**config.mk**
```make
export PLATFORM = sky130hd
export DESIGN_NAME = gcd_top
export DESIGN_NICKNAME = d
export VERILOG_FILES = /design/src/logic/gcd_pkg.sv /design/src/logic/msg_queue.sv /design/src/logic/gcd_ctrl.sv /design/src/logic/gcd_dpath.sv /design/src/logic/gcd_top.sv
export SDC_FILE = /design/constraint.sdc
export NUM_CORES = 1
export LEC_CHECK = 0
export ABC_CLOCK_PERIOD_IN_PS = 6250
export BUFFER_PORTS_ARGS = -buffer_cell sky130_fd_sc_hd__buf_4
export CAP_MARGIN = 20
export CORE_MARGIN = 2
export CORE_UTILIZATION = 30
export CTS_CLUSTER_SIZE = 28
export DETAILED_ROUTE_END_ITERATION = 10
export HOLD_SLACK_MARGIN = 0.1
export PLACE_DENSITY = 0.58
export SYNTH_ARGS = -nofsm -noshare
export SYNTH_HDL_FRONTEND = slang
export SYNTH_SLANG_ARGS = --single-unit
```
**constraint.sdc**
```tcl
create_clock -name clk -period 6.25 [get_ports clk]
set_clock_uncertainty 0.2 [all_clocks]
set_input_delay 0.625 -clock clk [delete_from_list [all_inputs] [get_ports clk]]
set_output_delay 0.625 -clock clk [all_outputs]
set_load 0.1 [all_outputs]
```
**src/logic/gcd_pkg.sv**
```systemverilog
// shared widths, queue depths and encodings for the GCD accelerator
// RTL files refer to these by scoped names, gcd_pkg::name
`default_nettype none

package gcd_pkg;

  // -------------------------------------------------------------------
  // widths and depths
  // -------------------------------------------------------------------

  // one operand, also the result width
  localparam int OPERAND_WIDTH = 16;

  // request message carries a in the upper half, b in the lower half
  localparam int REQ_WIDTH = 2 * OPERAND_WIDTH;

  // queue entries, must be powers of two
  localparam int REQ_QUEUE_DEPTH  = 2;
  localparam int RESP_QUEUE_DEPTH = 2;

  typedef logic [OPERAND_WIDTH-1:0] operand_t;

  // -------------------------------------------------------------------
  // control encodings
  // -------------------------------------------------------------------

  typedef enum logic [1:0] {
    STATE_IDLE = 2'd0,
    STATE_CALC = 2'd1,
    STATE_DONE = 2'd2
  } gcd_state_e;

  // a register source
  typedef enum logic [1:0] {
    A_SEL_IN  = 2'd0,
    A_SEL_SUB = 2'd1,
    A_SEL_B   = 2'd2
  } a_sel_e;

  // b register source
  typedef enum logic {
    B_SEL_IN = 1'b0,
    B_SEL_A  = 1'b1
  } b_sel_e;

endpackage

`default_nettype wire

```
**src/logic/msg_queue.sv**
```systemverilog
// single-clock valid/ready queue, power-of-two depth
// used in front of and behind the GCD unit; one instance per width
`timescale 1ns/1ps
`default_nettype none

module msg_queue #(
  parameter int WIDTH = gcd_pkg::OPERAND_WIDTH,
  parameter int DEPTH = gcd_pkg::RESP_QUEUE_DEPTH
) (
  input  wire             clk,
  input  wire             reset,
  input  wire             enq_val,
  output logic            enq_rdy,
  input  wire [WIDTH-1:0] enq_msg,
  output logic            deq_val,
  input  wire             deq_rdy,
  output logic [WIDTH-1:0] deq_msg
);

  // address bits, pointers carry one more as the wrap bit
  localparam int ADDR_WIDTH = $clog2(DEPTH);

  // wrap-bit compare only works for power-of-two depths
  if (DEPTH < 2 || (DEPTH & (DEPTH - 1)) != 0) begin : g_bad_depth
    $error("msg_queue DEPTH must be a power of two and at least 2");
  end

  // -------------------------------------------------------------------
  // pointers and status
  // -------------------------------------------------------------------

  logic [ADDR_WIDTH:0] wr_ptr;
  logic [ADDR_WIDTH:0] rd_ptr;
  logic                enq_go;
  logic                deq_go;
  logic                full;
  logic                empty;

  // transfers on both sides
  assign enq_go = enq_val && enq_rdy;
  assign deq_go = deq_val && deq_rdy;

  always_ff @(posedge clk) begin
    if (reset) begin
      wr_ptr <= '0;
    end else if (enq_go) begin
      wr_ptr <= wr_ptr + (ADDR_WIDTH + 1)'(1);
    end
  end

  always_ff @(posedge clk) begin
    if (reset) begin
      rd_ptr <= '0;
    end else if (deq_go) begin
      rd_ptr <= rd_ptr + (ADDR_WIDTH + 1)'(1);
    end
  end

  // same slot, opposite lap: writer is a full lap ahead
  assign full = (wr_ptr[ADDR_WIDTH-1:0] == rd_ptr[ADDR_WIDTH-1:0])
             && (wr_ptr[ADDR_WIDTH] != rd_ptr[ADDR_WIDTH]);

  // identical pointers incl. wrap bit
  assign empty = (wr_ptr == rd_ptr);

  // ready from state only, never from enq_val
  assign enq_rdy = !full;
  assign deq_val = !empty;

  // -------------------------------------------------------------------
  // storage
  // -------------------------------------------------------------------

  logic [WIDTH-1:0] mem [DEPTH];

  always_ff @(posedge clk) begin
    if (enq_go) begin
      mem[wr_ptr[ADDR_WIDTH-1:0]] <= enq_msg;
    end
  end

  // head entry, read combinationally
  assign deq_msg = mem[rd_ptr[ADDR_WIDTH-1:0]];

endmodule

`default_nettype wire

```
**src/logic/gcd_ctrl.sv**
```systemverilog
// control FSM for the GCD unit, idle / calc / done
// drives datapath selects and enables from the a<b and b==0 status
`timescale 1ns/1ps
`default_nettype none

module gcd_ctrl (
  input  wire               clk,
  input  wire               reset,
  input  wire               in_val,
  output logic              in_rdy,
  output logic              out_val,
  input  wire               out_rdy,
  input  wire               is_a_lt_b,
  input  wire               is_b_zero,
  output gcd_pkg::a_sel_e   a_sel,
  output logic              a_en,
  output gcd_pkg::b_sel_e   b_sel,
  output logic              b_en
);

  gcd_pkg::gcd_state_e state;
  gcd_pkg::gcd_state_e state_next;

  // one calc step is either a swap or a subtract
  logic do_swap;
  logic do_sub;

  assign do_swap = is_a_lt_b;
  assign do_sub  = !is_a_lt_b && !is_b_zero;

  // -------------------------------------------------------------------
  // state register and transitions
  // -------------------------------------------------------------------

  always_ff @(posedge clk) begin
    if (reset) begin
      state <= gcd_pkg::STATE_IDLE;
    end else begin
      state <= state_next;
    end
  end

  always_comb begin
    state_next = state;
    case (state)
      gcd_pkg::STATE_IDLE: begin
        // operands taken this edge
        if (in_val && in_rdy) begin
          state_next = gcd_pkg::STATE_CALC;
        end
      end
      gcd_pkg::STATE_CALC: begin
        // a >= b and b == 0 leaves the gcd in a
        if (!is_a_lt_b && is_b_zero) begin
          state_next = gcd_pkg::STATE_DONE;
        end
      end
      gcd_pkg::STATE_DONE: begin
        // hold here while the response queue is full
        if (out_val && out_rdy) begin
          state_next = gcd_pkg::STATE_IDLE;
        end
      end
      default: begin
        state_next = gcd_pkg::STATE_IDLE;
      end
    endcase
  end

  // -------------------------------------------------------------------
  // outputs
  // -------------------------------------------------------------------

  always_comb begin
    // done values, selects are don't-care there
    in_rdy  = 1'b0;
    out_val = 1'b0;
    a_sel   = gcd_pkg::A_SEL_IN;
    a_en    = 1'b0;
    b_sel   = gcd_pkg::B_SEL_IN;
    b_en    = 1'b0;
    case (state)
      gcd_pkg::STATE_IDLE: begin
        in_rdy = 1'b1;
        // load both registers on the request transfer
        a_en   = in_val;
        b_en   = in_val;
      end
      gcd_pkg::STATE_CALC: begin
        // swap moves b into a and a into b
        a_sel = do_swap ? gcd_pkg::A_SEL_B : gcd_pkg::A_SEL_SUB;
        a_en  = do_swap || do_sub;
        b_sel = gcd_pkg::B_SEL_A;
        b_en  = do_swap;
      end
      gcd_pkg::STATE_DONE: begin
        out_val = 1'b1;
      end
      default: begin
        in_rdy = 1'b0;
      end
    endcase
  end

endmodule

`default_nettype wire

```
**src/logic/gcd_dpath.sv**
```systemverilog
// GCD datapath, operand registers with input muxes
// subtractor plus less-than and zero status back to control
`timescale 1ns/1ps
`default_nettype none

module gcd_dpath (
  input  wire                             clk,
  input  wire [gcd_pkg::REQ_WIDTH-1:0]    in_msg,
  input  wire gcd_pkg::a_sel_e            a_sel,
  input  wire                             a_en,
  input  wire gcd_pkg::b_sel_e            b_sel,
  input  wire                             b_en,
  output logic                            is_a_lt_b,
  output logic                            is_b_zero,
  output gcd_pkg::operand_t               result
);

  // request halves
  gcd_pkg::operand_t in_a;
  gcd_pkg::operand_t in_b;

  assign in_a = in_msg[gcd_pkg::REQ_WIDTH-1 -: gcd_pkg::OPERAND_WIDTH];
  assign in_b = in_msg[gcd_pkg::OPERAND_WIDTH-1:0];

  gcd_pkg::operand_t a_reg;
  gcd_pkg::operand_t b_reg;
  gcd_pkg::operand_t a_next;
  gcd_pkg::operand_t b_next;
  gcd_pkg::operand_t diff;

  // -------------------------------------------------------------------
  // input muxes
  // -------------------------------------------------------------------

  // three-way for a
  always_comb begin
    case (a_sel)
      gcd_pkg::A_SEL_IN:  a_next = in_a;
      gcd_pkg::A_SEL_SUB: a_next = diff;
      gcd_pkg::A_SEL_B:   a_next = b_reg;
      default:            a_next = in_a;
    endcase
  end

  // two-way for b
  always_comb begin
    case (b_sel)
      gcd_pkg::B_SEL_IN: b_next = in_b;
      gcd_pkg::B_SEL_A:  b_next = a_reg;
      default:           b_next = in_b;
    endcase
  end

  // -------------------------------------------------------------------
  // operand registers
  // -------------------------------------------------------------------

  always_ff @(posedge clk) begin
    if (a_en) begin
      a_reg <= a_next;
    end
  end

  always_ff @(posedge clk) begin
    if (b_en) begin
      b_reg <= b_next;
    end
  end

  // -------------------------------------------------------------------
  // arithmetic and status
  // -------------------------------------------------------------------

  // only used when a >= b, so no borrow
  assign diff = a_reg - b_reg;

  assign is_a_lt_b = (a_reg < b_reg);
  assign is_b_zero = (b_reg == '0);

  // in done b is zero, so a - b is just a
  assign result = diff;

endmodule

`default_nettype wire

```
**src/logic/gcd_top.sv**
```systemverilog
// GCD accelerator top level
// request queue -> control + datapath -> response queue, one clock
`timescale 1ns/1ps
`default_nettype none

module gcd_top (
  input  wire                           clk,
  input  wire                           reset,
  input  wire                           req_val,
  output wire                           req_rdy,
  input  wire [gcd_pkg::REQ_WIDTH-1:0]  req_msg,
  output wire                           resp_val,
  input  wire                           resp_rdy,
  output wire gcd_pkg::operand_t        resp_msg
);

  // -------------------------------------------------------------------
  // internal wires
  // -------------------------------------------------------------------

  // request queue to unit
  wire                          in_val;
  wire                          in_rdy;
  wire [gcd_pkg::REQ_WIDTH-1:0] in_msg;

  // unit to response queue
  wire                          out_val;
  wire                          out_rdy;
  wire gcd_pkg::operand_t       result;

  // control to datapath
  wire gcd_pkg::a_sel_e         a_sel;
  wire                          a_en;
  wire gcd_pkg::b_sel_e         b_sel;
  wire                          b_en;

  // datapath status back
  wire                          is_a_lt_b;
  wire                          is_b_zero;

  // -------------------------------------------------------------------
  // request side
  // -------------------------------------------------------------------

  msg_queue #(
    .WIDTH (gcd_pkg::REQ_WIDTH),
    .DEPTH (gcd_pkg::REQ_QUEUE_DEPTH)
  ) req_queue (
    .clk     (clk),
    .reset   (reset),
    .enq_val (req_val),
    .enq_rdy (req_rdy),
    .enq_msg (req_msg),
    .deq_val (in_val),
    .deq_rdy (in_rdy),
    .deq_msg (in_msg)
  );

  // -------------------------------------------------------------------
  // compute unit
  // -------------------------------------------------------------------

  gcd_ctrl ctrl (
    .clk       (clk),
    .reset     (reset),
    .in_val    (in_val),
    .in_rdy    (in_rdy),
    .out_val   (out_val),
    .out_rdy   (out_rdy),
    .is_a_lt_b (is_a_lt_b),
    .is_b_zero (is_b_zero),
    .a_sel     (a_sel),
    .a_en      (a_en),
    .b_sel     (b_sel),
    .b_en      (b_en)
  );

  // operands straight from the queue head
  gcd_dpath dpath (
    .clk       (clk),
    .in_msg    (in_msg),
    .a_sel     (a_sel),
    .a_en      (a_en),
    .b_sel     (b_sel),
    .b_en      (b_en),
    .is_a_lt_b (is_a_lt_b),
    .is_b_zero (is_b_zero),
    .result    (result)
  );

  // -------------------------------------------------------------------
  // response side
  // -------------------------------------------------------------------

  // drained by the outside consumer
  msg_queue #(
    .WIDTH (gcd_pkg::OPERAND_WIDTH),
    .DEPTH (gcd_pkg::RESP_QUEUE_DEPTH)
  ) resp_queue (
    .clk     (clk),
    .reset   (reset),
    .enq_val (out_val),
    .enq_rdy (out_rdy),
    .enq_msg (result),
    .deq_val (resp_val),
    .deq_rdy (resp_rdy),
    .deq_msg (resp_msg)
  );

endmodule

`default_nettype wire

```
==> results of run 1 <==
==> cell usage after synthesis, drive strengths merged, types with 2 or more instances <==
library cell and count:
mux2i 32, clkbuf 9, nand3 4, nor2 36
ha 16, o21a 3, a21oi 18, inv 22
xor2 11, a21o 4, buf 7, xnor2 14
edfxtp 128, nor4 4, o21ai 28, mux2 18
a221o 14, nor2b 4, nand2b 9, nand4 3
a211oi 2, dfxtp 12, o211ai 3, and3 2
nor3 4, nand2 32
==> kinds of logic after synthesis <==
group           synth area share (%)
compound gates                  8.82
xor+xnor                        3.51
fa+ha+maj                       3.53
buf+inv                         2.74
flops                           65.4
mux                             8.38
simple gates                    7.63
==> stage by stage <==
| stage | hold slack [ns] | setup WS, ns | cell area, sq um | utilization, % |
|---|---|---|---|---|
| 5_1_grt | 0.174 | 1.93 | 7460 | 36.7 |
| 2_1_floorplan | 0.299 | 2.73 | 6240 | - |
| 6_report | 0.186 | 2.15 | 7460 | 36.7 |
| 4_1_cts | 0.173 | 2.16 | 7460 | 36.7 |
| 3_5_place_dp | 0.329 | 2.17 | 6940 | 34.2 |
| 3_3_place_gp | 0.319 | 2.27 | 6940 | 34.2 |
==> routing by layer <==
layer	up-vias	track usage [%]	routed length, um
met1	1774	17.0	6440
met2	103	17.1	5330
met5	-	0	0
met4	0	5.05	252
li1	1805	-	-
met3	16	3.47	589
==> area by class of cell <==
cell class	count	share of cell area [%]
clock buffer	17	5.70
inverter	22	1.11
clock inverter	15	1.33
timing repair buffer	58	5.84
sequential	140	54.8
multi-input combinational	273	26.7
tap	270	4.53
==> final timing paths <==
path	start	cells after the start	slack, ns	end
setup / recovery	dpath.b_reg[13]	8	2.15	dpath.a_reg[9]
hold / removal	req_msg[20]	1	0.19	req_queue.mem[0][20]
setup reg to reg	dpath.b_reg[13]	8	2.15	dpath.a_reg[9]
hold reg to reg	req_queue.wr_ptr[1]	2	0.34	req_queue.wr_ptr[1]
==> critical path: stages (launching register included) <==
cell and delay (ns):
edfxtp_1 0.43, inv_1 0.07, ha_1 0.42, a41o_1 0.27
a21oi_2 0.11, o21ai_2 0.09, a211oi_4 0.70, nand2b_1 0.72
or2_1 0.71
==> key figures, run 1 <==
Finish
  • Area added between synthesis and finish: 19.5%
  • Final instance count without filler cells: 795
  • Nets: around 570
  • Layout cell share with drive strength beyond 1: 22.3%
  • Register area: 4090 sq um
  • Filler cell count: between 1500 and 2000
  • Max reg flops: 64
  • Most frequent cells in the layout: 128 x edfxtp_1, 58 x buf_4, 34 x nor2_1
  • Ant. Diodes: 0
  • Area of the multi-input gates: between 1500 and 2000 sq um
  • Commonest non-fill, non-tap cell in the layout: edfxtp_1

Clocking
  • PostCTS Resize Cnt: 0
  • Root buffer cell: clkbuf_16
  • Hold buffer count at cts: 0
  • H-tree levels: 4
  • CTS Buf Count: 17
  • Num Clock Sinks: 140
  • Clk slew on worst S/H paths: approximately 0.06 ns
  • Post-CTS setup buffers: 0
  • CTS tree: built
  • Clk_lat worst skew: 0.42 ns
  • Maximum clock path buffer count: 2

Place
  • Placed Cells: 763
  • Port Buffers: 53
  • GPL Wtd Cong: approximately 0.85
  • DPL Wire Length: slightly below 9000 um

Routing
  • WL final: 12600 um
  • Residual DRC: 0
  • DR WL/cell: 15.9 um
  • Via density: 4.65
  • ANT nets after route: 0
  • Initial DRC count: 184
  • Drt first pass iters: 4
  • Vias: 3698

Synthesis
  • Syn Std Cell Area: 6240 sq um
  • Top post-synthesis cells by area: edfxtp_1 62%, mux2i_1 5.1%, dfxtp_1 3.8%
  • EDFF count, synth: 128
  • Seq/Total Area, Yosys: 65.4%
  • Yosys cell types: 47
  • Synthesis-stage register bit count: 140
  • Synth Flop Type: edfxtp_1
  • Synthesized instance count: 451
  • Synth top area share: between 60% and 70%
  • Avg Cell Area, Syn: 13.8 sq um
  • Post-synth ARST share: 0%
  • Largest area contributor in the netlist: edfxtp_1
  • Mapped Nets: 504
  • Ys Warns: 0

Global route
  • Total grt overflow: 0
  • Initial antenna violation count: 0
  • First-pass GRT wire length: 20200 um
  • Largest net degree at the start of global routing: 50
  • Vias in the first global route: 3801
  • GRT Total Usage: 12.0%

Timing
  • Unrepaired setup endpoints after global routing: false
  • Pins Over Slew Limit: 0
  • Worst slew pin tran: 1.01 ns
  • Fin crit period: about 4.1 ns
  • Slew HR: roughly a third
  • Peak Freq: 0.244 GHz
  • Tcrit/Tclk final: 65.6%
  • Fin Setup TNS: 0 ns
  • Hold Vio Cnt, Final: 0
  • Setup violators final: 0

Worst hold path
  • HP Class: in -> reg

Floorplan
  • Starting Density: 30.8%
  • Die X: approximately 150 um
  • Die area: 22000 sq um
  • Top-level I/O count: 54
  • Row cnt: 52
  • Core area: 20300 sq um
  • Die height: 148 um

Run
  • Maxcap violations: 0

Run status
  • Outcome: completed

Setup path
  • CP endpoint kind: flip-flop
  • CP Data Arrival Time: between 3 and 4 ns
  • Startpoint types: flip-flop
  • Critical path peak fanout: 18
  • Worst Path Required: 6.09 ns
  • CP Class: reg -> reg
Power of run 1 is left out: the tool's default activity adds up to more than one toggle a clock period on the data nets, which glitch-free logic cannot reach.
==> inputs of run 2 (changes only) <==
- ABC_CLOCK_PERIOD_IN_PS: 6250 -> 3460
- PLACE_DENSITY: 0.58 -> 0.59
- clock period: 6.25 -> 3.46 ns (I/O delays scaled with it)
==> run 2 against run 1 <==
Effect of this change:
- global-route usage up 0.31 points
- via count increased by 3.9%
- core utilization increased by 2.3 points
- non-clock buffer count up 38
- fmax increased by 46%
- worst hold slack gained 0.16 ns
- worst setup slack got worse by 1.5 ns
- first-iteration DRC count is 4.3% lower
- sequential share of layout area shrank 3.2 points
- register-to-register slack worse by 1.5 ns
- flip-flop and latch count unchanged
- critical path depth did not move
- critical endpoint is now dpath.a_reg[10]
==> key figures, run 2 (synthesis gave the netlist of run 1 again) <==
Timing
  • Unrepaired setup endpoints after global routing: false
  • Fin Setup TNS: 0 ns
  • Pins Over Slew Limit: 0
  • Worst slew pin tran: 1.02 ns
  • Fin crit period: 2.81 ns
  • Tcrit/Tclk final: 81.3%
  • Slew HR: between 30% and 40%
  • Peak Freq: approximately 0.36 GHz
  • Hold Vio Cnt, Final: 0
  • Setup violators final: 0
  • Hold_ws: 0.349 ns

Clocking
  • PostCTS Resize Cnt: 0
  • Clk slew on worst S/H paths: 0.06 ns
  • CTS Buf Count: 17
  • Clk_lat worst skew: 0.42 ns
  • H-tree levels: 4
  • Maximum clock path buffer count: 2
  • Root buffer cell: clkbuf_16
  • CTS tree: built
  • Num Clock Sinks: 140

Finish
  • Layout cell share with drive strength beyond 1: 21.8%
  • Area added between synthesis and finish: 26.8%
  • Most frequent cells in the layout: 128 x edfxtp_1, 61 x buf_4, 35 x dlygate4sd3_1
  • Max reg flops: 64
  • Final Core Density: 39.0%
  • Nets: 603
  • Filler cell count: ~2000
  • Commonest non-fill, non-tap cell in the layout: edfxtp_1
  • Ant. Diodes: 0

Setup path
  • Top Family by Delay on Critical Path: compound AO/OA/AOI/OAI gates
  • CP endpoint kind: flip-flop
  • Critical path cell sequence: ha_1, fa_1, nand2b_1, a21oi_2, o21a_1, a21oi_1, nor2_2, a221o_1
  • Flop-to-flop setup slack: 0.65 ns
  • Slowest stage delay, CP: 0.48 ns
  • Reg2reg start: dpath.b_reg[0]
  • R2R Path End: dpath.a_reg[10]
  • CP Class: reg -> reg
  • Critical path peak fanout: 14
  • Worst Path Buf+Inv: 0
  • Slowest stage cell, crit path: nor2_2
  • CP Data Arrival Time: 2.90 ns
  • R2r worst-path depth: 8
  • Worst Path Required: 3.55 ns
  • Startpoint types: flip-flop

Worst hold path
  • HP Class: reg -> reg
  • Hold path start: resp_queue.rd_ptr[1]
  • WHS Endpoint: resp_queue.rd_ptr[1]
  • Worst Hold Depth: 2

Routing
  • Residual DRC: 0
  • Via density: roughly 4.6
  • Vias: around 3800
  • Initial DRC count: around 180
  • ANT nets after route: 0
  • WL final: 12700 um
  • Drt first pass iters: 4
  • DR WL/cell: between 15 and 20 um

Power
  • Leak: 2.89 nW
  • Total power draw: 8.41 mW
  • Cell Pwr Density: 1060 nW/um^2
  • VDD IR-drop max: slightly above 600 uV

Global route
  • Largest net degree at the start of global routing: 50
  • First-pass GRT wire length: 20700 um
  • Total grt overflow: 0
  • GRT Total Usage: 12.3%
  • Vias in the first global route: 3915
  • Initial antenna violation count: 0

Floorplan
  • Die height: approximately 150 um
  • Die area: 22000 sq um
  • Core area: 20300 sq um
  • Die X: 148 um
  • Row cnt: 52
  • Top-level I/O count: 54
  • Starting Density: slightly above 30%

Run
  • Maxcap violations: 0

Place
  • GPL Wtd Cong: slightly below 0.9
  • DPL Wire Length: 9050 um
  • Port Buffers: 53

Run status
  • Outcome: completed
==> run 2: changes by cell type in the layout (fill, tap and decap cells not counted) <==
cell	previous run	this run
dlygate4sd3_1	0	35
buf_4	58	61
clkinv_1	4	1
clkinv_2	2	0
clkinv_4	2	3
bufinv_16	0	3
inv_8	0	1
==> run 2: repair_timing <==
item | 4_1_cts | 5_1_grt
hold buffers | 35 | 0
hold endpoints to repair | 76 | 0
setup buffers | 0 | 0
endpoints found under the setup margin | 0 | 0
==> run 2: metal layers <==
| metal | GRT usage, % | vias up | wire, um |
|---|---|---|---|
| li1 | - | 1881 | - |
| met1 | 17.2 | 1839 | 6270 |
| met2 | 17.7 | 101 | 5500 |
| met3 | 3.47 | 23 | 640 |
| met4 | 5.67 | 0 | 335 |
| met5 | 0 | - | 0 |
==> run 2: cell type report <==
cell class | instances | area, sq um | area share, %
repair buffers | 96 | 808 | 10.2
clock inverters | 15 | 188 | 2.37
multi-input cells | 273 | 1990 | 25.2
clock buffers | 17 | 425 | 5.37
inverters | 22 | 82.6 | 1.04
flip-flops and latches | 140 | 4090 | 51.6
well taps | 270 | 338 | 4.26
==> run 2: stage by stage <==
step / cell area [sq um] / worst slack (ns) / cells
after floorplan: 6250 / 0.268 / 451
after global placement: 6960 / 0.718 / 766
after detailed placement: 6960 / 0.672 / 766
after CTS: 7920 / 0.640 / 833
after global routing: 7920 / 0.436 / 833
final: 7920 / 0.646 / 833
==> run 2: power breakdown <==
| group | internal [mW] | switching, mW |
|---|---|---|
| logic | 1.21 | 2.33 |
| clock network | 1.14 | 0.713 |
| registers | 2.70 | 0.320 |
==> run 2: how the worst max path moves through the flow <==
stage	cells past startpoint	endpoint	startpoint	slack, ns
detailed placement	8	dpath.a_reg[10]	dpath.b_reg[0]	0.67
floorplan	9	dpath.a_reg[0]	dpath.b_reg[13]	0.27
CTS	8	dpath.a_reg[11]	dpath.b_reg[0]	0.64
finish	8	dpath.a_reg[10]	dpath.b_reg[0]	0.65
global placement	8	dpath.a_reg[12]	dpath.b_reg[0]	0.72
global route	8	dpath.a_reg[9]	dpath.b_reg[0]	0.44
==> run 2: worst reg2reg max path, stage by stage, from the launching register on <==
cell	delay (ns)
edfxtp_1	0.43
ha_1	0.24
fa_1	0.40
nand2b_1	0.19
a21oi_2	0.18
o21a_1	0.21
a21oi_1	0.11
nor2_2	0.48
a221o_1	0.24
(Power assumes the default switching activity.)
